$ cat src/design/hub_defines.svh
/* Hub shared parameters
   Bus widths, region decode bits, GPIO offsets and SRAM timing */

`ifndef HUB_DEFINES_SVH
`define HUB_DEFINES_SVH

// ------------------------------
// Host bus
`define HUB_DW             32  // Data word
`define HUB_AW             20  // Host word address
`define HUB_SEL_W          4   // One strobe per byte

// Region select in the upper address bits
`define HUB_REGION_MSB     19
`define HUB_REGION_LSB     18

// ------------------------------
// External SRAM
`define HUB_SRAM_AW        18
`define HUB_SRAM_DW        16
`define HUB_SRAM_HOLD      2   // Cycles per half access

// ------------------------------
// GPIO register map, low address bits
`define HUB_GPIO_OFF_W     2
`define HUB_GPIO_REG_OUT   2'd0
`define HUB_GPIO_REG_OE    2'd1
`define HUB_GPIO_REG_IN    2'd2

`endif

$ cat src/design/hub_pkg.sv
/* Hub types
   Bus payload types and the FSM and region enums */

`default_nettype none

`include "hub_defines.svh"

package hub_pkg;

  // ------------------------------
  // Bus payload
  typedef logic [`HUB_DW-1:0]    word_t;
  typedef logic [`HUB_AW-1:0]    addr_t;   // Word address, top 2 bits pick region
  typedef logic [`HUB_SEL_W-1:0] sel_t;

  // Address regions
  typedef enum logic [1:0] {
    REGION_SRAM = 2'd0,
    REGION_DISP = 2'd1,
    REGION_LED  = 2'd2,
    REGION_NONE = 2'd3   // Unmapped, answers with error
  } region_e;

  // ------------------------------
  // FSM states
  typedef enum logic {
    CTRL_IDLE,
    CTRL_WAIT   // Request in flight
  } ctrl_state_e;

  typedef enum logic [1:0] {
    SRAM_IDLE,
    SRAM_LO,    // Low half on the pins
    SRAM_HI     // High half on the pins
  } sram_state_e;

endpackage

`default_nettype wire

$ cat src/design/hub_bus_if.sv
/* Hub target bus
   One request from the controller and the target's answer */

`timescale 1ns/1ns
`default_nettype none

interface hub_bus_if;

  // Request side
  logic           req;     // One-cycle strobe
  logic           we;
  hub_pkg::addr_t addr;
  hub_pkg::word_t wdata;
  hub_pkg::sel_t  sel;

  // Answer side
  hub_pkg::word_t rdata;   // Valid with ack
  logic           ack;     // Exactly one per req

  // Controller end
  modport ctrl (
    output req,
    output we,
    output addr,
    output wdata,
    output sel,
    input  rdata,
    input  ack
  );

  // Target end
  modport target (
    input  req,
    input  we,
    input  addr,
    input  wdata,
    input  sel,
    output rdata,
    output ack
  );

endinterface

`default_nettype wire

$ cat src/design/hub_ctrl.sv
/* Hub bus controller
   Decodes host requests to SRAM, display or LED target and returns the answer */

`timescale 1ns/1ns
`default_nettype none

`include "hub_defines.svh"

module hub_ctrl (
  input  wire                  sys_clk,
  input  wire                  sys_rst,
  // Host side
  input  wire                  host_req_i,
  input  wire                  host_we_i,
  input  wire hub_pkg::addr_t  host_addr_i,
  input  wire hub_pkg::word_t  host_wdata_i,
  input  wire hub_pkg::sel_t   host_sel_i,
  output logic                 host_done_o,
  output logic                 host_err_o,
  output hub_pkg::word_t       host_rdata_o,
  output logic                 host_busy_o,
  // Targets
  hub_bus_if.ctrl              bus_sram,
  hub_bus_if.ctrl              bus_disp,
  hub_bus_if.ctrl              bus_led
);

  hub_pkg::ctrl_state_e state_q;
  hub_pkg::region_e     region_q;
  hub_pkg::region_e     host_region;
  logic                 accept;
  logic                 req_q;      // Forwarded strobe
  logic                 err_q;      // Unmapped request finishing
  logic                 we_q;
  hub_pkg::addr_t       addr_q;
  hub_pkg::word_t       wdata_q;
  hub_pkg::sel_t        sel_q;
  logic                 tgt_ack;
  hub_pkg::word_t       tgt_rdata;

  // ------------------------------
  // Accept and decode
  assign host_busy_o = (state_q == hub_pkg::CTRL_WAIT);
  assign accept      = host_req_i && (state_q == hub_pkg::CTRL_IDLE);  // Busy drops strobes
  assign host_region = hub_pkg::region_e'(host_addr_i[`HUB_REGION_MSB:`HUB_REGION_LSB]);

  always_ff @(posedge sys_clk or posedge sys_rst)
  begin
    if (sys_rst)
    begin
      state_q  <= hub_pkg::CTRL_IDLE;
      region_q <= hub_pkg::REGION_NONE;
      req_q    <= 1'b0;
      err_q    <= 1'b0;
    end
    else
    begin
      req_q <= accept && (host_region != hub_pkg::REGION_NONE);
      err_q <= accept && (host_region == hub_pkg::REGION_NONE);
      if (accept)
        region_q <= host_region;
      if (accept)
        state_q <= hub_pkg::CTRL_WAIT;
      else if (host_done_o)
        state_q <= hub_pkg::CTRL_IDLE;   // Back to idle after the answer
    end
  end

  // Request payload, held until the next accept
  always_ff @(posedge sys_clk)
  begin
    if (accept)
    begin
      we_q    <= host_we_i;
      addr_q  <= host_addr_i;
      wdata_q <= host_wdata_i;
      sel_q   <= host_sel_i;
    end
  end

  // ------------------------------
  // Dispatch, strobe only to the selected target
  assign bus_sram.req   = req_q && (region_q == hub_pkg::REGION_SRAM);
  assign bus_sram.we    = we_q;
  assign bus_sram.addr  = addr_q;
  assign bus_sram.wdata = wdata_q;
  assign bus_sram.sel   = sel_q;

  assign bus_disp.req   = req_q && (region_q == hub_pkg::REGION_DISP);
  assign bus_disp.we    = we_q;
  assign bus_disp.addr  = addr_q;
  assign bus_disp.wdata = wdata_q;
  assign bus_disp.sel   = sel_q;

  assign bus_led.req    = req_q && (region_q == hub_pkg::REGION_LED);
  assign bus_led.we     = we_q;
  assign bus_led.addr   = addr_q;
  assign bus_led.wdata  = wdata_q;
  assign bus_led.sel    = sel_q;

  // ------------------------------
  // Answer select
  always_comb
  begin
    tgt_ack   = 1'b0;
    tgt_rdata = '0;   // Unmapped reads as zero
    case (region_q)
      hub_pkg::REGION_SRAM:
      begin
        tgt_ack   = bus_sram.ack;
        tgt_rdata = bus_sram.rdata;
      end
      hub_pkg::REGION_DISP:
      begin
        tgt_ack   = bus_disp.ack;
        tgt_rdata = bus_disp.rdata;
      end
      hub_pkg::REGION_LED:
      begin
        tgt_ack   = bus_led.ack;
        tgt_rdata = bus_led.rdata;
      end
      default:
      begin
        tgt_ack = 1'b0;
      end
    endcase
  end

  assign host_done_o  = host_busy_o && (err_q || tgt_ack);   // Same cycle as ack
  assign host_err_o   = err_q;
  assign host_rdata_o = host_done_o ? tgt_rdata : '0;

endmodule

`default_nettype wire

$ cat src/flat_wrapper.sv
// flat-port wrapper written by rule: the top's interface ports become plain ports
module hub_ctrl_flat 
  (sys_clk, sys_rst, host_req_i, host_we_i, host_addr_i, host_wdata_i, host_sel_i, host_done_o, host_err_o, host_rdata_o, host_busy_o, bus_sram_req, bus_sram_we, bus_sram_addr, bus_sram_wdata, bus_sram_sel, bus_sram_rdata, bus_sram_ack, bus_disp_req, bus_disp_we, bus_disp_addr, bus_disp_wdata, bus_disp_sel, bus_disp_rdata, bus_disp_ack, bus_led_req, bus_led_we, bus_led_addr, bus_led_wdata, bus_led_sel, bus_led_rdata, bus_led_ack);
  hub_bus_if bus_sram_i ();
  hub_bus_if bus_disp_i ();
  hub_bus_if bus_led_i ();
  input  wire sys_clk;
  input  wire sys_rst;
  input  wire host_req_i;
  input  wire host_we_i;
  input  wire hub_pkg::addr_t host_addr_i;
  input  wire hub_pkg::word_t host_wdata_i;
  input  wire hub_pkg::sel_t host_sel_i;
  output logic host_done_o;
  output logic host_err_o;
  output hub_pkg::word_t host_rdata_o;
  output logic host_busy_o;
  output wire logic [$bits(bus_sram_i.req)-1:0] bus_sram_req;
  output wire logic [$bits(bus_sram_i.we)-1:0] bus_sram_we;
  output wire logic [$bits(bus_sram_i.addr)-1:0] bus_sram_addr;
  output wire logic [$bits(bus_sram_i.wdata)-1:0] bus_sram_wdata;
  output wire logic [$bits(bus_sram_i.sel)-1:0] bus_sram_sel;
  input wire logic [$bits(bus_sram_i.rdata)-1:0] bus_sram_rdata;
  input wire logic [$bits(bus_sram_i.ack)-1:0] bus_sram_ack;
  output wire logic [$bits(bus_disp_i.req)-1:0] bus_disp_req;
  output wire logic [$bits(bus_disp_i.we)-1:0] bus_disp_we;
  output wire logic [$bits(bus_disp_i.addr)-1:0] bus_disp_addr;
  output wire logic [$bits(bus_disp_i.wdata)-1:0] bus_disp_wdata;
  output wire logic [$bits(bus_disp_i.sel)-1:0] bus_disp_sel;
  input wire logic [$bits(bus_disp_i.rdata)-1:0] bus_disp_rdata;
  input wire logic [$bits(bus_disp_i.ack)-1:0] bus_disp_ack;
  output wire logic [$bits(bus_led_i.req)-1:0] bus_led_req;
  output wire logic [$bits(bus_led_i.we)-1:0] bus_led_we;
  output wire logic [$bits(bus_led_i.addr)-1:0] bus_led_addr;
  output wire logic [$bits(bus_led_i.wdata)-1:0] bus_led_wdata;
  output wire logic [$bits(bus_led_i.sel)-1:0] bus_led_sel;
  input wire logic [$bits(bus_led_i.rdata)-1:0] bus_led_rdata;
  input wire logic [$bits(bus_led_i.ack)-1:0] bus_led_ack;
  assign bus_sram_req = bus_sram_i.req;
  assign bus_sram_we = bus_sram_i.we;
  assign bus_sram_addr = bus_sram_i.addr;
  assign bus_sram_wdata = bus_sram_i.wdata;
  assign bus_sram_sel = bus_sram_i.sel;
  assign bus_sram_i.rdata = bus_sram_rdata;
  assign bus_sram_i.ack = bus_sram_ack;
  assign bus_disp_req = bus_disp_i.req;
  assign bus_disp_we = bus_disp_i.we;
  assign bus_disp_addr = bus_disp_i.addr;
  assign bus_disp_wdata = bus_disp_i.wdata;
  assign bus_disp_sel = bus_disp_i.sel;
  assign bus_disp_i.rdata = bus_disp_rdata;
  assign bus_disp_i.ack = bus_disp_ack;
  assign bus_led_req = bus_led_i.req;
  assign bus_led_we = bus_led_i.we;
  assign bus_led_addr = bus_led_i.addr;
  assign bus_led_wdata = bus_led_i.wdata;
  assign bus_led_sel = bus_led_i.sel;
  assign bus_led_i.rdata = bus_led_rdata;
  assign bus_led_i.ack = bus_led_ack;
  hub_ctrl u_core (.sys_clk(sys_clk), .sys_rst(sys_rst), .host_req_i(host_req_i), .host_we_i(host_we_i), .host_addr_i(host_addr_i), .host_wdata_i(host_wdata_i), .host_sel_i(host_sel_i), .host_done_o(host_done_o), .host_err_o(host_err_o), .host_rdata_o(host_rdata_o), .host_busy_o(host_busy_o), .bus_sram(bus_sram_i), .bus_disp(bus_disp_i), .bus_led(bus_led_i));
endmodule
$ cat config.mk
export PLATFORM = sky130hd
export DESIGN_NAME = hub_ctrl_flat
export DESIGN_NICKNAME = d
export VERILOG_FILES = /design/src/design/hub_pkg.sv /design/src/design/hub_bus_if.sv /design/src/design/hub_ctrl.sv /design/src/flat_wrapper.sv
export VERILOG_INCLUDE_DIRS = /design/src /design/src/design
export SDC_FILE = /design/constraint.sdc
export NUM_CORES = 1
export LEC_CHECK = 0
export ABC_AREA = 1
export CAP_MARGIN = 25
export CORE_AREA = 5 5 140 142
export CTS_BUF_LIST = sky130_fd_sc_hd__clkbuf_16
export DETAILED_ROUTE_END_ITERATION = 16
export DIE_AREA = 0 0 145 147
export DONT_BUFFER_PORTS = 1
export PLACE_DENSITY = 0.36
export SYNTH_ARGS = -nofsm -noshare
export SYNTH_HDL_FRONTEND = slang
export SYNTH_SLANG_ARGS = --single-unit
$ cat constraint.sdc
create_clock -name sys_clk -period 3.45 [get_ports sys_clk]
set_clock_uncertainty 0.2 [all_clocks]
set_input_delay 0.69 -clock sys_clk [delete_from_list [all_inputs] [get_ports sys_clk]]
set_output_delay 0.69 -clock sys_clk [all_outputs]
set_load 0.01 [all_outputs]
# Yosys cells after proc, flatten, opt, wreduce, memory -nomap -nowiden
# Cells that the tools add are included.
# W data, S select, Z words.
# word_totals
register_bits	62
output_inout_bits	209
inputBits	159
# classes
reduce_logical	10
muxes	5
n_bitwise	1
eq_ne	4
# op_table
operator	count
$pmux W32 S3	1
$mux W32	1
$logic_and A1 B1 Y1	7
$eq A2 B2 Y1 const B	2
$pmux W1 S3	1
$eq A2 B1 Y1 const B	1
$logic_not A2 Y1	1
$mux W1	2
$ne A2 B2 Y1 const B	1
$reduce_bool A2 Y1	1
$logic_or A1 B1 Y1	1
$not A1 Y1	1

# Longest topological paths before layout
# depth
depth_word	6
ltp_mapped	7
mapped_depth_nobuf	6

# Worst setup path before layout
# No wires, ideal clock.
# synth_timing
kind	in2reg
startpoint	in host_req_i
endpoint	reg u_core.addr_q[0], in the netlist u_core.bus_disp.addr[0] (enable)
path_buffers	0
t_arrival_ns	1.946
slack_ns	0.892
setup_time_ns	0.412
path_stages	2
path_cell_list	nand2_1 > inv_1
# synth_between
elab_chain_cells	1
# synth_rtl
element	line_no	text
start, declared	flat_wrapper.sv:9	input wire host_req_i;
$logic_and A1 B1 Y1	hub_ctrl.sv:44	assign accept = host_req_i && (state_q == hub_pkg::CTRL_IDLE);
net u_core.accept	hub_ctrl.sv:31	logic accept;
end signal, assigned	hub_ctrl.sv:75	addr_q <= host_addr_i;
end, declared	hub_ctrl.sv:35	hub_pkg::addr_t addr_q;
# The timed path passes the listed nets, and every way through them passes these cells.
# A chain may end at the register's enable or synchronous reset.

# Final worst setup path
# layout_timing
startpoint	reg u_core.region_q[0]
endpoint	out host_rdata_o[29]
# layout_between
elab_chain_cells	5
# layout_rtl
element	line_no	text
start, declared	hub_ctrl.sv:29	hub_pkg::region_e region_q;
start signal, assigned	hub_ctrl.sv:52	region_q <= hub_pkg::REGION_NONE;
start signal, assigned	hub_ctrl.sv:61	region_q <= host_region;
$eq A2 B2 Y1, or another cell as far along	hub_ctrl.sv:107	case (region_q)
$pmux W1 S3	hub_ctrl.sv:107	
$logic_or A1 B1 Y1	hub_ctrl.sv:130	assign host_done_o = host_busy_o && (err_q || tgt_ack);
$logic_and A1 B1 Y1	hub_ctrl.sv:130	
$mux W32 (*)	hub_ctrl.sv:132	assign host_rdata_o = host_done_o ? tgt_rdata : '0;
end, declared	flat_wrapper.sv:16	output hub_pkg::word_t host_rdata_o;
# Mark *: on every way between the ends. The rest lies on a longest branch, timed or not.

==> flow_summary.toml <==
[status]
outcome = "complete, no violations"

[global_route]
grt_use_met1_pct = 9.21
gr-usage-met3_pct = 3.39
grt_pass1_vias = 2307
gr-total-overflow = 0
grt.busiest_layer = "met2"
grt_pass1_wl_um = 13700
antenna_found_initial = 1
grt_max_degree = 40
globalRouteMet2Util_pct = 14.1
grt_usage_pct = 8.42

[worst_setup_path]
critPathCaptureType = "output port"
critPathLaunchType = "flop"
crit_type = "flop to output port"
cp.required_ns = 2.56
r2r_end = "u_core.bus_disp.addr[9]$_DFFE_PP_"
r2r.worst_path.cells = 4
cp.arrival_ns = 1.96
ff2ff_setup_slack_ns = 1.50
regToRegStartpoint = "u_core.host_busy_o$_DFFE_PP0P_"
crit_fanout = 32

[routing]
vias_per_cell = 3.99
drtIter0Drc = 82
drc = 0
postRouteAntennaNets = 0
wl_per_cell_um = 17.9
finalWirelength_um = 9560
vias = 2135
dr.pass1.iters = 4

[pwr]
power.density_nw_per_um2 = 948
ir_worst_vdd_uv = 551
power.leakage_nw = 1.38

[clock_network]
ctsLongestPathBuffers = 2
post_cts_buffers = 0
ctsHoldBuffers = 1
clock_latency_ns = 0.33
cts_tree = "yes"
numCtsBuffers = 9
cts_max_level = 3
clk_pin_slew_ns = 0.05
clock-sinks = 62
ctsResizeCount = 0
cts_root_buf = "clkbuf_16"

[floorplan]
core_um2 = 18300
fp.dieArea_um2 = 21300
start_util_pct = 19.3
die_w_um = 145
num_io_pins = 368
die_h_um = 147
rows = 50

[final_layout]
seqCellArea_um2 = 1840
most-common-layout-cells = "101 x nand2_1, 57 x edfxtp_1, 33 x a21oi_1, 32 x nor2_1, 32 x buf_4"
final_common_cell = "nand2_1"
area_delta_synth_final_pct = -1.06
multiInputGateArea_um2 = 737
fill_cells = 2050
drive_above_1_share_pct = 19.3
finalNetCount = 455
diodes = 0

[yosys]
syn_inst = 377
synth_top_area_cell = "edfxtp_1"
synth_cell_types = 17
syn_avg_cell_area_um2 = 9.39
synthesis.nets = 536
yosysTopAreaCellShare_pct = 48.4
yosys-top-cells-area = "edfxtp_1 48%, buf_4 25%, nand2_1 11%, a21oi_1 4.7%, nor2_1 3.4%"
synth-seq-cells = 62
ys_warn_count = 0
synth_area_um2 = 3540
yosysSeqAreaShare_pct = 52.0

[sta]
worst_pin_slew_ns = 0.529
max_freq_mhz = 350
setup_tns_ns = 0
hold_violations = 0
rsz0062_at_grt = "no"
period_minus_slack_ns = 2.85
relSlewSlack_pct = 64.7
post-route-period-util_pct = 82.7
drv_slew = 0
whs_ns = 0.242
setup_violations = 0

[placement]
portBuffers = 0
dp_hpwl_um = 7650
gp_congestion = 0.757

[min_path]
hp-class = "primary input to flop"
min_from = "host_addr_i[19]"
holdPathStages = 1
whs_endpoint = "u_core.req_q$_DFF_PP0_"

[run]
drv_cap = 0
## sequential cells by signal, summed over array words and instances, names as in the netlist
register / flops
u_core.bus_disp.addr: 20
u_core.bus_disp.sel: 4
u_core.bus_disp.wdata: 32
u_core.bus_disp.we: 1
u_core.host_busy_o: 1
u_core.host_err_o: 1
u_core.region_q: 2
u_core.req_q: 1
## cell usage after synthesis (all sizes together)
cell and count:
buf 125, nand2 101, edfxtp 57, nor2 35
a21oi 33, inv 10, nor3 4, dfrtp 3
dfstp 2, nand3 2, o21ai 2, clkbuf 1
nand4 1, o21bai 1
## worst max path at each step
| stage | depth (start not counted) | slack, ns | end | startpoint |
|---|---|---|---|---|
| final | 8 | 0.60 | host_rdata_o[29] | u_core.region_q[0]$_DFFE_PP1P_ |
| after global placement | 8 | 0.96 | host_rdata_o[29] | u_core.region_q[0]$_DFFE_PP1P_ |
| after floorplan | 2 | 0.89 | u_core.bus_disp.addr[0]$_DFFE_PP_ | host_req_i |
| after global routing | 8 | 0.45 | host_rdata_o[29] | u_core.region_q[0]$_DFFE_PP1P_ |
| after detailed placement | 8 | 0.98 | host_rdata_o[29] | u_core.region_q[0]$_DFFE_PP1P_ |
| after CTS | 8 | 0.60 | host_rdata_o[29] | u_core.region_q[0]$_DFFE_PP1P_ |
## where the power goes
part / switching (mW) / total [mW] / internal, mW / leakage [nW]
logic: 0.653 / 1.00 / 0.349 / 0.629
clock network: 0.335 / 0.969 / 0.634 / 0.156
registers: 0.328 / 1.35 / 1.02 / 0.596
total: 1.32 / 3.32 / 2.00 / 1.38
## critical path, stage by stage, from the launching register on
cell and delay, ns:
dfstp_2 0.61, inv_2 0.07, nor2_2 0.07, buf_4 0.31
nand2_1 0.14, nand2_1 0.09, a21oi_1 0.04, nor2_1 0.13
buf_4 0.14
## layer usage
metal,vias to the layer above,routed length [um]
met5,-,13
met4,2,255
met3,22,923
met2,190,4880
met1,979,3480
li1,942,-
## stage by stage
| stage | instances | instance area (um2) | utilization [%] | power, mW | setup WS (ns) |
|---|---|---|---|---|---|
| after floorplan | 377 | 3540 | - | 2.29 | 0.892 |
| after global placement | 518 | 3170 | 17.3 | 2.37 | 0.961 |
| after detailed placement | 518 | 3170 | 17.3 | 2.38 | 0.977 |
| after CTS | 535 | 3500 | 19.1 | 3.38 | 0.600 |
| after global routing | 535 | 3500 | 19.1 | 3.55 | 0.445 |
| final | 535 | 3500 | 19.1 | 3.32 | 0.596 |
## logic make-up (layout without fill, tap and decap cells)
| group | Yosys count | in the layout | synth area share, % |
|---|---|---|---|
| flops | 62 | 62 | 52.0 |
| compound gates | 36 | 36 | 5.16 |
| simple gates | 143 | 143 | 15.7 |
| buf+inv | 136 | 60 | 27.2 |
## area by class of cell
class	instances	share of cell area, %
tap	234	8.36
sequential	62	52.5
timing repair buffer	34	7.72
clock buffer	9	6.43
clock inverter	7	2.82
multi-input combinational	179	21.1
inverter	10	1.07
(Power assumes the default switching activity.)
