**src/design/hub_defines.svh**
```systemverilog
/* Hub shared parameters
   Bus widths, region decode bits, GPIO offsets and SRAM timing */

`ifndef HUB_DEFINES_SVH
`define HUB_DEFINES_SVH

// ------------------------------
// Host bus
`define HUB_DW             32  // Data word
`define HUB_AW             20  // Host word address
`define HUB_SEL_W          4   // One strobe per byte

// Region select in the upper address bits
`define HUB_REGION_MSB     19
`define HUB_REGION_LSB     18

// ------------------------------
// External SRAM
`define HUB_SRAM_AW        18
`define HUB_SRAM_DW        16
`define HUB_SRAM_HOLD      2   // Cycles per half access

// ------------------------------
// GPIO register map, low address bits
`define HUB_GPIO_OFF_W     2
`define HUB_GPIO_REG_OUT   2'd0
`define HUB_GPIO_REG_OE    2'd1
`define HUB_GPIO_REG_IN    2'd2

`endif

```
**src/design/hub_pkg.sv**
```systemverilog
/* Hub types
   Bus payload types and the FSM and region enums */

`default_nettype none

`include "hub_defines.svh"

package hub_pkg;

  // ------------------------------
  // Bus payload
  typedef logic [`HUB_DW-1:0]    word_t;
  typedef logic [`HUB_AW-1:0]    addr_t;   // Word address, top 2 bits pick region
  typedef logic [`HUB_SEL_W-1:0] sel_t;

  // Address regions
  typedef enum logic [1:0] {
    REGION_SRAM = 2'd0,
    REGION_DISP = 2'd1,
    REGION_LED  = 2'd2,
    REGION_NONE = 2'd3   // Unmapped, answers with error
  } region_e;

  // ------------------------------
  // FSM states
  typedef enum logic {
    CTRL_IDLE,
    CTRL_WAIT   // Request in flight
  } ctrl_state_e;

  typedef enum logic [1:0] {
    SRAM_IDLE,
    SRAM_LO,    // Low half on the pins
    SRAM_HI     // High half on the pins
  } sram_state_e;

endpackage

`default_nettype wire

```
**src/design/hub_bus_if.sv**
```systemverilog
/* Hub target bus
   One request from the controller and the target's answer */

`timescale 1ns/1ns
`default_nettype none

interface hub_bus_if;

  // Request side
  logic           req;     // One-cycle strobe
  logic           we;
  hub_pkg::addr_t addr;
  hub_pkg::word_t wdata;
  hub_pkg::sel_t  sel;

  // Answer side
  hub_pkg::word_t rdata;   // Valid with ack
  logic           ack;     // Exactly one per req

  // Controller end
  modport ctrl (
    output req,
    output we,
    output addr,
    output wdata,
    output sel,
    input  rdata,
    input  ack
  );

  // Target end
  modport target (
    input  req,
    input  we,
    input  addr,
    input  wdata,
    input  sel,
    output rdata,
    output ack
  );

endinterface

`default_nettype wire

```
**src/design/gpio_bank.sv**
```systemverilog
/* GPIO bank
   Output and enable registers with byte writes, synchronized input register */

`timescale 1ns/1ns
`default_nettype none

`include "hub_defines.svh"

module gpio_bank #(
  parameter int IN_W = 10   // Input pins
) (
  input  wire                  sys_clk,
  input  wire                  sys_rst,
  hub_bus_if.target            bus,
  input  wire [IN_W-1:0]       pad_in_i,
  output hub_pkg::word_t       pad_o
);

  hub_pkg::word_t              out_q;
  hub_pkg::word_t              oe_q;
  logic [IN_W-1:0]             in_meta_q;   // First sync stage
  logic [IN_W-1:0]             in_q;
  hub_pkg::word_t              in_ext;
  hub_pkg::word_t              rdata_q;
  logic                        ack_q;
  logic [`HUB_GPIO_OFF_W-1:0]  off;
  logic                        wr_en;

  // Byte-strobed update of one register
  function automatic hub_pkg::word_t byte_merge(hub_pkg::word_t cur,
                                                hub_pkg::word_t nxt,
                                                hub_pkg::sel_t  sel);
    hub_pkg::word_t res;
    res = cur;
    for (int b = 0; b < `HUB_SEL_W; b++)
    begin
      if (sel[b])
        res[8*b +: 8] = nxt[8*b +: 8];
    end
    return res;
  endfunction

  assign off    = bus.addr[`HUB_GPIO_OFF_W-1:0];
  assign wr_en  = bus.req && bus.we;
  assign in_ext = {{(`HUB_DW-IN_W){1'b0}}, in_q};   // Zero-extended inputs
  assign pad_o  = out_q & oe_q;                     // Disabled pads read 0

  // ------------------------------
  // Registers and input sync
  always_ff @(posedge sys_clk or posedge sys_rst)
  begin
    if (sys_rst)
    begin
      out_q     <= '0;
      oe_q      <= '0;
      in_meta_q <= '0;
      in_q      <= '0;
      ack_q     <= 1'b0;
    end
    else
    begin
      ack_q     <= bus.req;   // Always one cycle
      in_meta_q <= pad_in_i;
      in_q      <= in_meta_q;
      if (wr_en && (off == `HUB_GPIO_REG_OUT))
        out_q <= byte_merge(out_q, bus.wdata, bus.sel);
      if (wr_en && (off == `HUB_GPIO_REG_OE))
        oe_q <= byte_merge(oe_q, bus.wdata, bus.sel);
    end
  end

  // ------------------------------
  // Read mux, IN is read only
  always_ff @(posedge sys_clk)
  begin
    if (bus.req)
    begin
      case (off)
        `HUB_GPIO_REG_OUT: rdata_q <= out_q;
        `HUB_GPIO_REG_OE:  rdata_q <= oe_q;
        `HUB_GPIO_REG_IN:  rdata_q <= in_ext;
        default:           rdata_q <= '0;
      endcase
    end
  end

  assign bus.rdata = rdata_q;
  assign bus.ack   = ack_q;

endmodule

`default_nettype wire

```
**src/flat_wrapper.sv**
```systemverilog
// flat-port wrapper written by rule: the top's interface ports become plain ports
module gpio_bank_flat 
#(
  parameter int IN_W = 10                
)
  (sys_clk, sys_rst, pad_in_i, pad_o, bus_req, bus_we, bus_addr, bus_wdata, bus_sel, bus_rdata, bus_ack);
  hub_bus_if bus_i ();
  input  wire sys_clk;
  input  wire sys_rst;
  input  wire [IN_W-1:0] pad_in_i;
  output hub_pkg::word_t pad_o;
  input wire logic [$bits(bus_i.req)-1:0] bus_req;
  input wire logic [$bits(bus_i.we)-1:0] bus_we;
  input wire logic [$bits(bus_i.addr)-1:0] bus_addr;
  input wire logic [$bits(bus_i.wdata)-1:0] bus_wdata;
  input wire logic [$bits(bus_i.sel)-1:0] bus_sel;
  output wire logic [$bits(bus_i.rdata)-1:0] bus_rdata;
  output wire logic [$bits(bus_i.ack)-1:0] bus_ack;
  assign bus_i.req = bus_req;
  assign bus_i.we = bus_we;
  assign bus_i.addr = bus_addr;
  assign bus_i.wdata = bus_wdata;
  assign bus_i.sel = bus_sel;
  assign bus_rdata = bus_i.rdata;
  assign bus_ack = bus_i.ack;
  gpio_bank #(.IN_W(IN_W)) u_core (.sys_clk(sys_clk), .sys_rst(sys_rst), .bus(bus_i), .pad_in_i(pad_in_i), .pad_o(pad_o));
endmodule
```
**config.mk**
```make
export PLATFORM = sky130hd
export DESIGN_NAME = gpio_bank_flat
export DESIGN_NICKNAME = d
export VERILOG_FILES = /design/src/design/hub_pkg.sv /design/src/design/hub_bus_if.sv /design/src/design/gpio_bank.sv /design/src/flat_wrapper.sv
export VERILOG_INCLUDE_DIRS = /design/src /design/src/design
export SDC_FILE = /design/constraint.sdc
export NUM_CORES = 1
export LEC_CHECK = 0
export ABC_AREA = 1
export BUFFER_PORTS_ARGS = -buffer_cell sky130_fd_sc_hd__buf_2
export CAP_MARGIN = 20
export CORE_MARGIN = 2
export CORE_UTILIZATION = 25
export CTS_CLUSTER_DIAMETER = 40
export DETAILED_ROUTE_END_ITERATION = 16
export PLACE_DENSITY_LB_ADDON = 0.05
export SLEW_MARGIN = 0
export SYNTH_ARGS = -nofsm -noshare
export SYNTH_HDL_FRONTEND = slang
export SYNTH_SLANG_ARGS = --single-unit
```
**constraint.sdc**
```tcl
create_clock -name sys_clk -period 3.1 [get_ports sys_clk]
set_clock_uncertainty 0.1 [all_clocks]
set_input_delay 0.465 -clock sys_clk [delete_from_list [all_inputs] [get_ports sys_clk]]
set_output_delay 0.465 -clock sys_clk [all_outputs]
set_load 0.01 [all_outputs]
```
# ---- After elaboration in Yosys (flattened, before gate mapping)
# Cells that the tools add are included.
# Widths: inputs -> output; s select.
dict set report totals {
  register_bits 117
  input_bits 70
  output_inout_bits 65
  wordCells 28
}
dict set report classes {
  n_eq_ne 2
  mux 1
  bitwise 1
  reduce_logical 12
}
# operator count
set ops {}
lappend ops {{$pmux 32 s3} 1}
lappend ops {{$and 32x32->32} 1}
lappend ops {{$reduce_and 2->1} 8}
lappend ops {{$logic_and 1x1->1} 3}
lappend ops {{$eq 2x1->1 const B} 1}
lappend ops {{$eq 2x2->1 const B} 1}
lappend ops {{$logic_not 2->1} 1}

# ---- Depth between registers and ports, before layout
# Gate-level depths: netlist (run 1).
dict set report depth {
  ltp_word 3
  ltp_mapped 6
  ltp_nobuf 5
}

# ---- Worst setup path before layout (run 1)
# Ideal clock, no wire load.
dict set report synth_path {
  path_type {input port to flip-flop}
  startpoint {input port bus_req}
  endpoint {register u_core.oe_q[0]}
  setup_time_ns 0.118
  t_arrival_ns 1.107
  required_time_ns 2.882
  slack_ns 1.775
  cell_stages 6
  path_buffers 1
  path_cell_list {nand2_1 > inv_1 > buf_2 > nand3_1 > nand2_1 > nand2_1}
}
dict set report synth_via {
  elab_chain_len 3
}
# item line_no
set synth_rtl {}
lappend synth_rtl {{start: declaration} flat_wrapper.sv:12} ;# input wire logic [$bits(bus_i.req)-1:0] bus_req;
lappend synth_rtl {{$logic_and 1x1->1} gpio_bank.sv:44} ;# assign wr_en = bus.req && bus.we;
lappend synth_rtl {{$logic_and 1x1->1} gpio_bank.sv:67} ;# if (wr_en && (off == `HUB_GPIO_REG_OE))
lappend synth_rtl {{$reduce_and 2->1 (no source line)} n/a}
lappend synth_rtl {{end signal: assignment} gpio_bank.sv:68} ;# oe_q <= byte_merge(oe_q, bus.wdata, bus.sel);
lappend synth_rtl {{end: declaration} gpio_bank.sv:20} ;# hub_pkg::word_t oe_q;
# Every way passes these cells.
# A chain may end at the register's enable or synchronous reset.

# ---- Worst setup path in the final report (run 1)
dict set report layout_path {
  startpoint {input port bus_addr[0]}
  endpoint {register u_core.oe_q[3]}
}
dict set report layout_via {
  elab_chain_len 3
}
# item line_no
set layout_rtl {}
lappend layout_rtl {{start: declaration} flat_wrapper.sv:14} ;# input wire logic [$bits(bus_i.addr)-1:0] bus_addr;
lappend layout_rtl {{$eq 2x1->1 (no source line)} n/a}
lappend layout_rtl {{$logic_and 1x1->1} gpio_bank.sv:67}
lappend layout_rtl {{$reduce_and 2->1 (no source line)} n/a}
# Every way passes these cells.

==> key figures, run 1 <==
Worst setup path
  – Bufs and invs on worst path: 2
  – Crit-path most repeated cell: sky130_fd_sc_hd__nand2_1
  – Crit path kind: in -> reg
  – Ordered list of cells on the worst path: buf_2 -> inv_1 -> nor2_4 -> nand3_1 -> nand2_1 -> nand2_1
  – Top cell family by delay on the critical path: simple AND/OR/NAND/NOR gates
  – Largest fanout on the critical path: 20
  – CP max stage delay: 0.54 ns
  – Critical Path End Type: register
  – Register-to-Register Setup Slack: 2.19 ns
  – Worst reg-to-reg path cell count: 2
  – Beginning of the worst register-to-register path: u_core.out_q[7]
  – Required time at the endpoint of the critical path: between 3 and 4 ns
  – Critical path startpoint category: primary input
  – Endpoint of the most critical register-to-register path: u_core.bus.rdata[7]
  – WP data arrival: 1.96 ns
  – Slowest cell on the critical path: sky130_fd_sc_hd__nor2_4

Floorplan
  – Initial Utilization: 25.5%
  – Boundary pin count: 135
  – Placeable core area: 18800 µm²
  – Site Rows: 50
  – Die extent in y: 142 µm
  – Die outline width: about 140 µm
  – Floorplan die area: 20300 µm²

Timing
  – Top achievable clock speed: ~0.57 GHz
  – Final Max Slew Viols: 0
  – Unrepaired setup endpoints after global routing: no
  – Hold WS: -0.00487 ns
  – Final worst slack: 1.33 ns
  – Clock period minus worst slack: 1.77 ns
  – Worst slew slack as a fraction of its limit: 34.9%
  – Setup violations, final: 0
  – Final Cycle Share: between 50 and 60%
  – Setup TNS after final layout: 0 ns
  – Slew @ Worst Pin: 0.973 ns
  – Final number of hold-violating endpoints: 2

Global routing
  – GR Layer Usage met2: between 20% and 30%
  – Met1 GRT Util: around a fifth
  – GR peak layer: met2
  – GRT Resource Usage Total: 14.0%
  – Via count of the first global-routing pass: 3847
  – Grt ovf: 0
  – Pin count of the biggest net entering global routing: 47
  – Met3 Resource Use GR: 3.94%
  – Number of antenna violations at the first check in global routing: 0
  – Global-route wire length before repair: 21200 µm

Clocking
  – Post-CTS setup buffer count: 0
  – Resized Gates After CTS: 0
  – Clock buffer count from CTS: 17
  – Clk Latency, worst-skew pair: 0.41 ns
  – Post-CTS Hold Buffers: 0
  – Clock transition time at the flip-flop clock pins of the worst setup and hold paths: 0.05 ns
  – Clock net sink count: 117
  – TritonCTS clock tree: yes
  – Cell chosen for the clock root: sky130_fd_sc_hd__clkbuf_16
  – Clock tree buffer depth: 2
  – CTS H-tree lvls: 4

Routing
  – Avg Vias per Cell: between 4 and 5
  – 1st-iter DRT viols: 329
  – Final wirelength: 13400 µm
  – Number of routed nets with antenna violations: 0
  – Iteration count of the initial detailed-routing pass: 7
  – Routed length per placed instance: 15.1 µm
  – DRC errors left: 0
  – Overall via count from detail_route: 3885

Pwr
  – Cell leakage power: between 3 and 4 nW
  – Switching share of power: 25.1%
  – Worst voltage drop across the vdd grid: 0.373 mV
  – Power density over the cells: 739 nW/µm²
  – Design internal power: roughly 3.5 mW
  – Clock power frac: 46.0%
  – Portion of total power attributed to sequential cells: 42.6%
  – Net switching power figure: between 1 and 1.5 mW
  – Overall power after layout: 4.63 mW
  – Portion of total power attributed to combinational logic: 11.4%

Placed design
  – Routability Congestion: 0.702
  – Final HPWL DP: about 8400 µm
  – Post-detailed-placement cell area: 5640 µm²
  – Pre-CTS setup slack: 0.867 ns
  – Input/output buffers: 116
  – Total instance count after detailed placement: 856

Outcome
  – Result of the run: finished with violations
  – Violations in the final reports: hold timing

Layout
  – Most common cell after layout, fill and taps aside: sky130_fd_sc_hd__nand2_1
  – Area added between synthesis and finish: 30.7%
  – Sequential cell area in the final layout: 3090 µm²
  – Commonest cells after routing, fill and taps aside: sky130_fd_sc_hd__nand2_1 (258), sky130_fd_sc_hd__buf_2 (116), sky130_fd_sc_hd__dfrtp_1 (85)
  – Footprint of the multi-input gates: 1460 µm²
  – Final net count: 711
  – Final Instance Area: between 6000 and 7000 µm²
  – Final Instance Count excl. Fillers: 888
  – Fraction of final layout cells with drive strength greater than 1: between 20% and 30%
  – Antenna fix cells: 0
  – Number of fill cells: 1956

Logic synthesis
  – Synth Area per Inst: 9.19 µm²
  – Syn nets: 592
  – Netlist area before placement: 4790 µm²
  – Sequential share of the synthesized area: approximately 64%
  – Gate count after technology mapping: roughly 520
  – Total of flip-flops plus latches after synthesis: 117
  – Number of distinct library cells after synthesis: 14
  – Count of synthesis-stage warnings from yosys: 0

Job
  – Maximum capacitance violations: 0

Worst hold path
  – Min-delay worst type: in -> async
-- synth_stat cells --
master / instances / area, µm²
sky130_fd_sc_hd__buf_1: 3 / 11.3
sky130_fd_sc_hd__nor2_1: 2 / 7.51
sky130_fd_sc_hd__buf_4: 4 / 30.0
sky130_fd_sc_hd__nand2_1: 258 / 968
sky130_fd_sc_hd__nor2_4: 1 / 11.3
sky130_fd_sc_hd__inv_1: 35 / 131
sky130_fd_sc_hd__nand3_1: 50 / 250
sky130_fd_sc_hd__inv_2: 1 / 3.75
sky130_fd_sc_hd__clkbuf_1: 3 / 11.3
sky130_fd_sc_hd__nand4_1: 32 / 200
sky130_fd_sc_hd__nor2_2: 1 / 6.26
sky130_fd_sc_hd__edfxtp_1: 32 / 961
sky130_fd_sc_hd__dfrtp_1: 85 / 2130
sky130_fd_sc_hd__buf_2: 15 / 75.1
-- layer usage --
layer | vias up | share of wire, %
li1 | 1910 | -
met1 | 1840 | 48
met2 | 120 | 45
met3 | 15 | 5.3
met4 | 0 | 1.8
met5 | - | 0
-- power by group through the flow --
stage / registers [mW] / clock network (mW) / logic (mW)
after CTS: 1.97 / 2.19 / 0.543
after detailed placement: 2.00 / 0 / 0.542
after floorplan: 1.99 / 0 / 0.299
final: 1.97 / 2.13 / 0.527
after global placement: 1.99 / 0 / 0.532
after global routing: 2.00 / 2.26 / 0.613
-- worst max path at each step --
stage / start / end / slack (ns) / depth (start not counted)
floorplan: sys_rst / u_core.bus.ack / 0.34 / 1
global placement: bus_addr[0] / u_core.oe_q[3] / 0.92 / 6
detailed placement: bus_addr[0] / u_core.oe_q[3] / 0.87 / 6
CTS: bus_addr[0] / u_core.oe_q[3] / 1.30 / 6
global route: bus_addr[0] / u_core.oe_q[3] / 1.14 / 6
finish: bus_addr[0] / u_core.oe_q[3] / 1.33 / 6
-- registers in the layout, summed over array words and instances, names as in the netlist --
| signal | flops |
|---|---|
| u_core.oe_q | 32 |
| u_core.bus.ack | 1 |
| u_core.out_q | 32 |
| u_core.in_q | 10 |
| u_core.in_meta_q | 10 |
| u_core.bus.rdata | 32 |
-- through the flow --
stage               hold WS [ns]  utilization (%)
floorplan                  0.231                -
global placement           0.232             30.0
detailed placement         0.236             30.0
CTS                       0.0125             33.4
global route              0.0303             33.4
finish                  -0.00487             33.4
-- cell type report --
type | instances | area share [%]
clock inverters | 10 | 2.83
clock buffers | 22 | 7.25
repair buffers | 125 | 10.5
multi-input cells | 344 | 23.2
well taps | 234 | 4.67
flip-flops and latches | 117 | 49.3
inverters | 36 | 2.20
-- logic make-up after synthesis --
group	count (synthesis)	synth area share [%]
flops	117	64.4
buf+inv	61	5.48
simple gates	344	30.1
Power figures use the tool's default switching activity.
==> run 2, diff against run 1 <==
==> constraint.sdc (replaced) <==
create_clock -name sys_clk -period 1.76 [get_ports sys_clk]
set_clock_uncertainty 0.1 [all_clocks]
set_input_delay 0.264 -clock sys_clk [delete_from_list [all_inputs] [get_ports sys_clk]]
set_output_delay 0.264 -clock sys_clk [all_outputs]
set_load 0.01 [all_outputs]
==> key figures, run 2 (same netlist as run 1, synthesis figures left out) <==
Worst setup path
  – WP data arrival: roughly 1.1 ns
  – Largest fanout on the critical path: 3
  – Critical path startpoint category: register
  – Critical Path End Type: output pin
  – Required time at the endpoint of the critical path: 1.40 ns
  – Crit path kind: reg -> out

Floorplan
  – Boundary pin count: approximately 140
  – Site Rows: 50
  – Floorplan die area: 20300 µm²
  – Initial Utilization: 25.5%
  – Die outline width: ~140 µm
  – Placeable core area: 18800 µm²
  – Die extent in y: around 140 µm

Routing
  – Number of routed nets with antenna violations: 0
  – Iteration count of the initial detailed-routing pass: 6
  – Avg Vias per Cell: approximately 4.3
  – DRC errors left: 0
  – 1st-iter DRT viols: 210
  – Overall via count from detail_route: 4006
  – Routed length per placed instance: about 15 µm
  – Final wirelength: 13800 µm

Pwr
  – Switching share of power: between 20 and 25%
  – Worst voltage drop across the vdd grid: between 0.6 and 0.7 mV
  – Portion of total power attributed to combinational logic: 12.0%
  – Power density over the cells: between 1000 and 1500 nW/µm²
  – Clock power frac: a little under half
  – Portion of total power attributed to sequential cells: 42.1%
  – Design internal power: 6.21 mW
  – Cell leakage power: roughly 3.6 nW
  – Net switching power figure: 2.06 mW

Timing
  – Setup TNS after final layout: 0 ns
  – Worst slew slack as a fraction of its limit: ~44%
  – Hold WS: 0.0208 ns
  – Setup violations, final: 0
  – Unrepaired setup endpoints after global routing: no
  – Final worst slack: 0.330 ns
  – Final Cycle Share: 81.3%
  – Clock period minus worst slack: 1.43 ns
  – Final Max Slew Viols: 0
  – Top achievable clock speed: 0.699 GHz
  – Final number of hold-violating endpoints: 0
  – Slew @ Worst Pin: 0.834 ns

Clocking
  – Clock net sink count: approximately 120
  – Clock tree buffer depth: 2
  – Cell chosen for the clock root: sky130_fd_sc_hd__clkbuf_16
  – Clk Latency, worst-skew pair: 0.41 ns
  – Resized Gates After CTS: 0
  – CTS H-tree lvls: 4
  – Clock buffer count from CTS: 17
  – Clock transition time at the flip-flop clock pins of the worst setup and hold paths: 0.06 ns
  – TritonCTS clock tree: yes
  – Post-CTS setup buffer count: 0
  – Post-CTS Hold Buffers: 29

Layout
  – Most common cell after layout, fill and taps aside: sky130_fd_sc_hd__nand2_1
  – Final standard cell utilization of the core: 35.5%
  – Fraction of final layout cells with drive strength greater than 1: 23.9%
  – Final Instance Count excl. Fillers: 925
  – Area added between synthesis and finish: 38.9%
  – Footprint of the multi-input gates: between 1000 and 1500 µm²
  – Final net count: about 750
  – Sequential cell area in the final layout: approximately 3000 µm²
  – Number of fill cells: approximately 2000
  – Commonest cells after routing, fill and taps aside: sky130_fd_sc_hd__nand2_1 (258), sky130_fd_sc_hd__buf_2 (116), sky130_fd_sc_hd__dfrtp_1 (85)

Global routing
  – GRT Resource Usage Total: around 14%
  – Number of antenna violations at the first check in global routing: 1
  – Global-route wire length before repair: 21600 µm
  – GR peak layer: met2
  – Met1 GRT Util: 18.3%
  – GR Layer Usage met2: about 23%
  – Met3 Resource Use GR: 3.90%
  – Via count of the first global-routing pass: 3911
  – Grt ovf: 0
  – Pin count of the biggest net entering global routing: between 80 and 90

Placed design
  – Pre-CTS setup slack: 0.0630 ns
  – Routability Congestion: 0.738
  – Total instance count after detailed placement: 863
  – Final HPWL DP: around 8500 µm
  – Input/output buffers: 116

Job
  – Maximum capacitance violations: 0

Outcome
  – Result of the run: completed

Worst hold path
  – Min-delay worst type: in -> reg
## run 2: cell count changes in the layout (fill, tap and decap cells not counted), sizes merged
cell / delta
diode: +1
clkinv: -1
buf: +7
clkinvlp: +1
dlygate4sd3: +29
## run 2: worst max-delay path, stage by stage (launching register included)
cell and delay (ns):
sky130_fd_sc_hd__dfrtp_1 0.40, sky130_fd_sc_hd__nand2_1 0.09, sky130_fd_sc_hd__inv_1 0.04, sky130_fd_sc_hd__buf_2 0.13
## run 2: metal layers
layer	vias up	wire length [µm]
met1	1902	6400
met3	14	692
met5	-	0
met4	0	205
li1	1987	-
met2	103	6520
## run 2: power groups by stage
stage	Combinational, mW	Sequential [mW]	Clock, mW
3_3_place_gp	0.952	3.52	0
4_1_cts	1.02	3.48	3.89
6_report	0.994	3.48	3.79
5_1_grt	1.14	3.54	4.03
3_5_place_dp	0.974	3.52	0
2_1_floorplan	0.528	3.50	0
## run 2: final timing paths
path	start	endpoint	slack [ns]	cells after the start
worst min-delay path	bus_wdata[21]	u_core.oe_q[21]	0.02	3
worst min register to register	u_core.in_meta_q[4]	u_core.in_q[4]	0.25	0
worst max-delay path	u_core.oe_q[8]	pad_o[8]	0.33	3
min in group asynchronous	sys_rst	u_core.oe_q[11]	0.41	4
max in group asynchronous	sys_rst	u_core.out_q[27]	0.75	4
worst max register to register	u_core.out_q[8]	u_core.bus.rdata[8]	0.84	2
## run 2: area by class of cell
| class | instances | share of cell area, % |
|---|---|---|
| multi-input cells | 344 | 21.9 |
| clock inverters | 10 | 2.65 |
| inverters | 36 | 2.09 |
| repair buffers | 161 | 15.6 |
| diodes | 1 | 0.0376 |
| clock buffers | 22 | 6.97 |
| well taps | 234 | 4.40 |
| flip-flops and latches | 117 | 46.4 |
## run 2: through the flow
step	instance area (µm²)	total power, mW
2_1_floorplan	4800	4.03
3_3_place_gp	5730	4.47
3_5_place_dp	5730	4.49
4_1_cts	6660	8.39
5_1_grt	6660	8.71
6_report	6660	8.26
==> run 3, diff against run 2 <==
==> constraint.sdc (replaced) <==
create_clock -name sys_clk -period 1.36 [get_ports sys_clk]
set_clock_uncertainty 0.1 [all_clocks]
set_input_delay 0.204 -clock sys_clk [delete_from_list [all_inputs] [get_ports sys_clk]]
set_output_delay 0.204 -clock sys_clk [all_outputs]
set_load 0.01 [all_outputs]
==> key figures, run 3 (same netlist as run 1, synthesis figures left out) <==
Pwr
  – Worst voltage drop across the vdd grid: 0.836 mV
  – Cell leakage power: 4.10 nW
  – Power density over the cells: 1480 nW/µm²

Layout
  – Fraction of final layout cells with drive strength greater than 1: between 30% and 40%
  – Area added between synthesis and finish: 57.9%
  – Commonest cells after routing, fill and taps aside: sky130_fd_sc_hd__nand2_1 (258), sky130_fd_sc_hd__buf_2 (111), sky130_fd_sc_hd__buf_4 (98)
  – Antenna fix cells: 0
  – Number of fill cells: 1903
  – Most common cell after layout, fill and taps aside: sky130_fd_sc_hd__nand2_1
  – Final Instance Count excl. Fillers: 1030
  – Final net count: 853

Worst setup path
  – Required time at the endpoint of the critical path: 1.06 ns
  – Slowest cell on the critical path: sky130_fd_sc_hd__dfrtp_1
  – Ordered list of cells on the worst path: nand2_1 -> inv_1 -> buf_2
  – Beginning of the worst register-to-register path: u_core.out_q[1]
  – WP data arrival: about 1.1 ns
  – Critical Path End Type: output pin
  – Critical path startpoint category: register
  – Largest fanout on the critical path: 2
  – Start point of the critical path: u_core.out_q[0]
  – Crit path kind: reg -> out
  – CP max stage delay: 0.38 ns

Routing
  – Overall via count from detail_route: around 4500
  – Avg Vias per Cell: 4.34
  – Iteration count of the initial detailed-routing pass: 4
  – Number of routed nets with antenna violations: 0
  – 1st-iter DRT viols: 218
  – Final wirelength: 14300 µm
  – DRC errors left: 0
  – Routed length per placed instance: 13.8 µm

Timing
  – Setup TNS after final layout: 0 ns
  – Worst slew slack as a fraction of its limit: ~45%
  – Clock period minus worst slack: 1.35 ns
  – Unrepaired setup endpoints after global routing: yes
  – Final Cycle Share: 99.3%
  – Slew @ Worst Pin: a little over 0.8 ns
  – Final worst slack: 0.00933 ns
  – Setup violations, final: 0
  – Final Max Slew Viols: 0
  – Final number of hold-violating endpoints: 0
  – Top achievable clock speed: between 0.7 and 0.8 GHz

Worst hold path
  – Min-delay worst type: in -> reg
  – Min-delay src: bus_sel[2]

Global routing
  – Grt ovf: 0
  – Via count of the first global-routing pass: 4451
  – Global-route wire length before repair: ~23000 µm
  – Pin count of the biggest net entering global routing: 86
  – Number of antenna violations at the first check in global routing: 0
  – GRT Resource Usage Total: approximately 15%

Floorplan
  – Floorplan die area: 20300 µm²
  – Die extent in y: between 100 and 150 µm
  – Boundary pin count: 135
  – Placeable core area: 18800 µm²
  – Die outline width: 142 µm
  – Initial Utilization: approximately 26%
  – Site Rows: 50

Clocking
  – Clock buffer count from CTS: 17
  – TritonCTS clock tree: yes
  – Cell chosen for the clock root: sky130_fd_sc_hd__clkbuf_16
  – Clock tree buffer depth: 2
  – Clk Latency, worst-skew pair: 0.41 ns
  – Clock net sink count: 117
  – Clock transition time at the flip-flop clock pins of the worst setup and hold paths: 0.06 ns
  – CTS H-tree lvls: 4

Outcome
  – Result of the run: completed

Placed design
  – Pre-CTS setup slack: -0.135 ns
  – Input/output buffers: 116
  – Routability Congestion: 0.763
  – Total instance count after detailed placement: about 890
  – Final HPWL DP: 8890 µm

Job
  – Maximum capacitance violations: 0
run 3: changes by cell type in the layout (fill, tap and decap cells not counted), moves of 2 or more:
cell,before,now
sky130_fd_sc_hd__buf_12,4,10
sky130_fd_sc_hd__buf_2,116,111
sky130_fd_sc_hd__buf_4,12,98
sky130_fd_sc_hd__buf_6,0,5
sky130_fd_sc_hd__clkbuf_8,2,0
sky130_fd_sc_hd__clkinv_4,0,2
sky130_fd_sc_hd__clkinvlp_4,2,5
sky130_fd_sc_hd__dlygate4sd3_1,29,43
run 3: path summary, 6_finish.rpt:
| check | endpoint | slack, ns | cells past startpoint |
|---|---|---|---|
| setup / recovery | pad_o[0] | 0.009 | 3 |
| setup reg to reg | u_core.bus.rdata[1] | 0.25 | 4 |
| hold / removal | u_core.oe_q[21] | 0.03 | 3 |
| hold reg to reg | u_core.in_q[7] | 0.24 | 0 |
| max in group asynchronous | u_core.oe_q[6] | 0.41 | 4 |
| min in group asynchronous | u_core.oe_q[13] | 0.37 | 4 |
run 3: metrics by stage:
step | cell area (µm²) | util (%) | hold slack [ns] | power (mW)
final | 7570 | 40.3 | 0.0321 | 11.2
after global routing | 7570 | 40.3 | 0.0128 | 11.8
after CTS | 7400 | 39.4 | 0.00365 | 11.2
after detailed placement | 5970 | 31.8 | 0.214 | 5.87
after global placement | 5970 | 31.8 | 0.212 | 5.84
after floorplan | 4800 | - | 0.135 | 5.22
run 3: cell type report:
class / count / area, µm² / area share (%)
well taps: 234 / 293 / 3.87
multi-input cells: 344 / 1460 / 19.2
flip-flops and latches: 117 / 3090 / 40.8
repair buffers: 267 / 1980 / 26.1
inverters: 36 / 139 / 1.83
clock inverters: 13 / 183 / 2.41
clock buffers: 19 / 433 / 5.72
run 3: repair_timing:
item / CTS / global route
hold endpoints to repair: 159 / 0
resized for setup: 0 / 6
setup buffers: 51 / 18
hold buffers: 43 / 0
setup endpoints to repair: 31 / 32
pin swaps: 6 / 7
run 3: routing by layer:
layer / share of wire [%] / global-route usage [%]
met1: 46 / 18.8
met2: 49 / 24.6
met3: 3.9 / 3.40
met4: 1.1 / 5.58
met5: 0 / 0
run 3: where the power goes:
group	internal (mW)	switching (mW)	total (mW)
Combinational	1.12	0.985	2.10
Clock	3.06	1.61	4.66
Sequential	4.16	0.252	4.42
run 3: critical path: cells and delay by family, from the launching register on:
| family | cells | cell delay, ns |
|---|---|---|
| DFF | 1 | 0.38 |
| and+or+nand+nor | 1 | 0.08 |
| buffers and inverters | 2 | 0.18 |
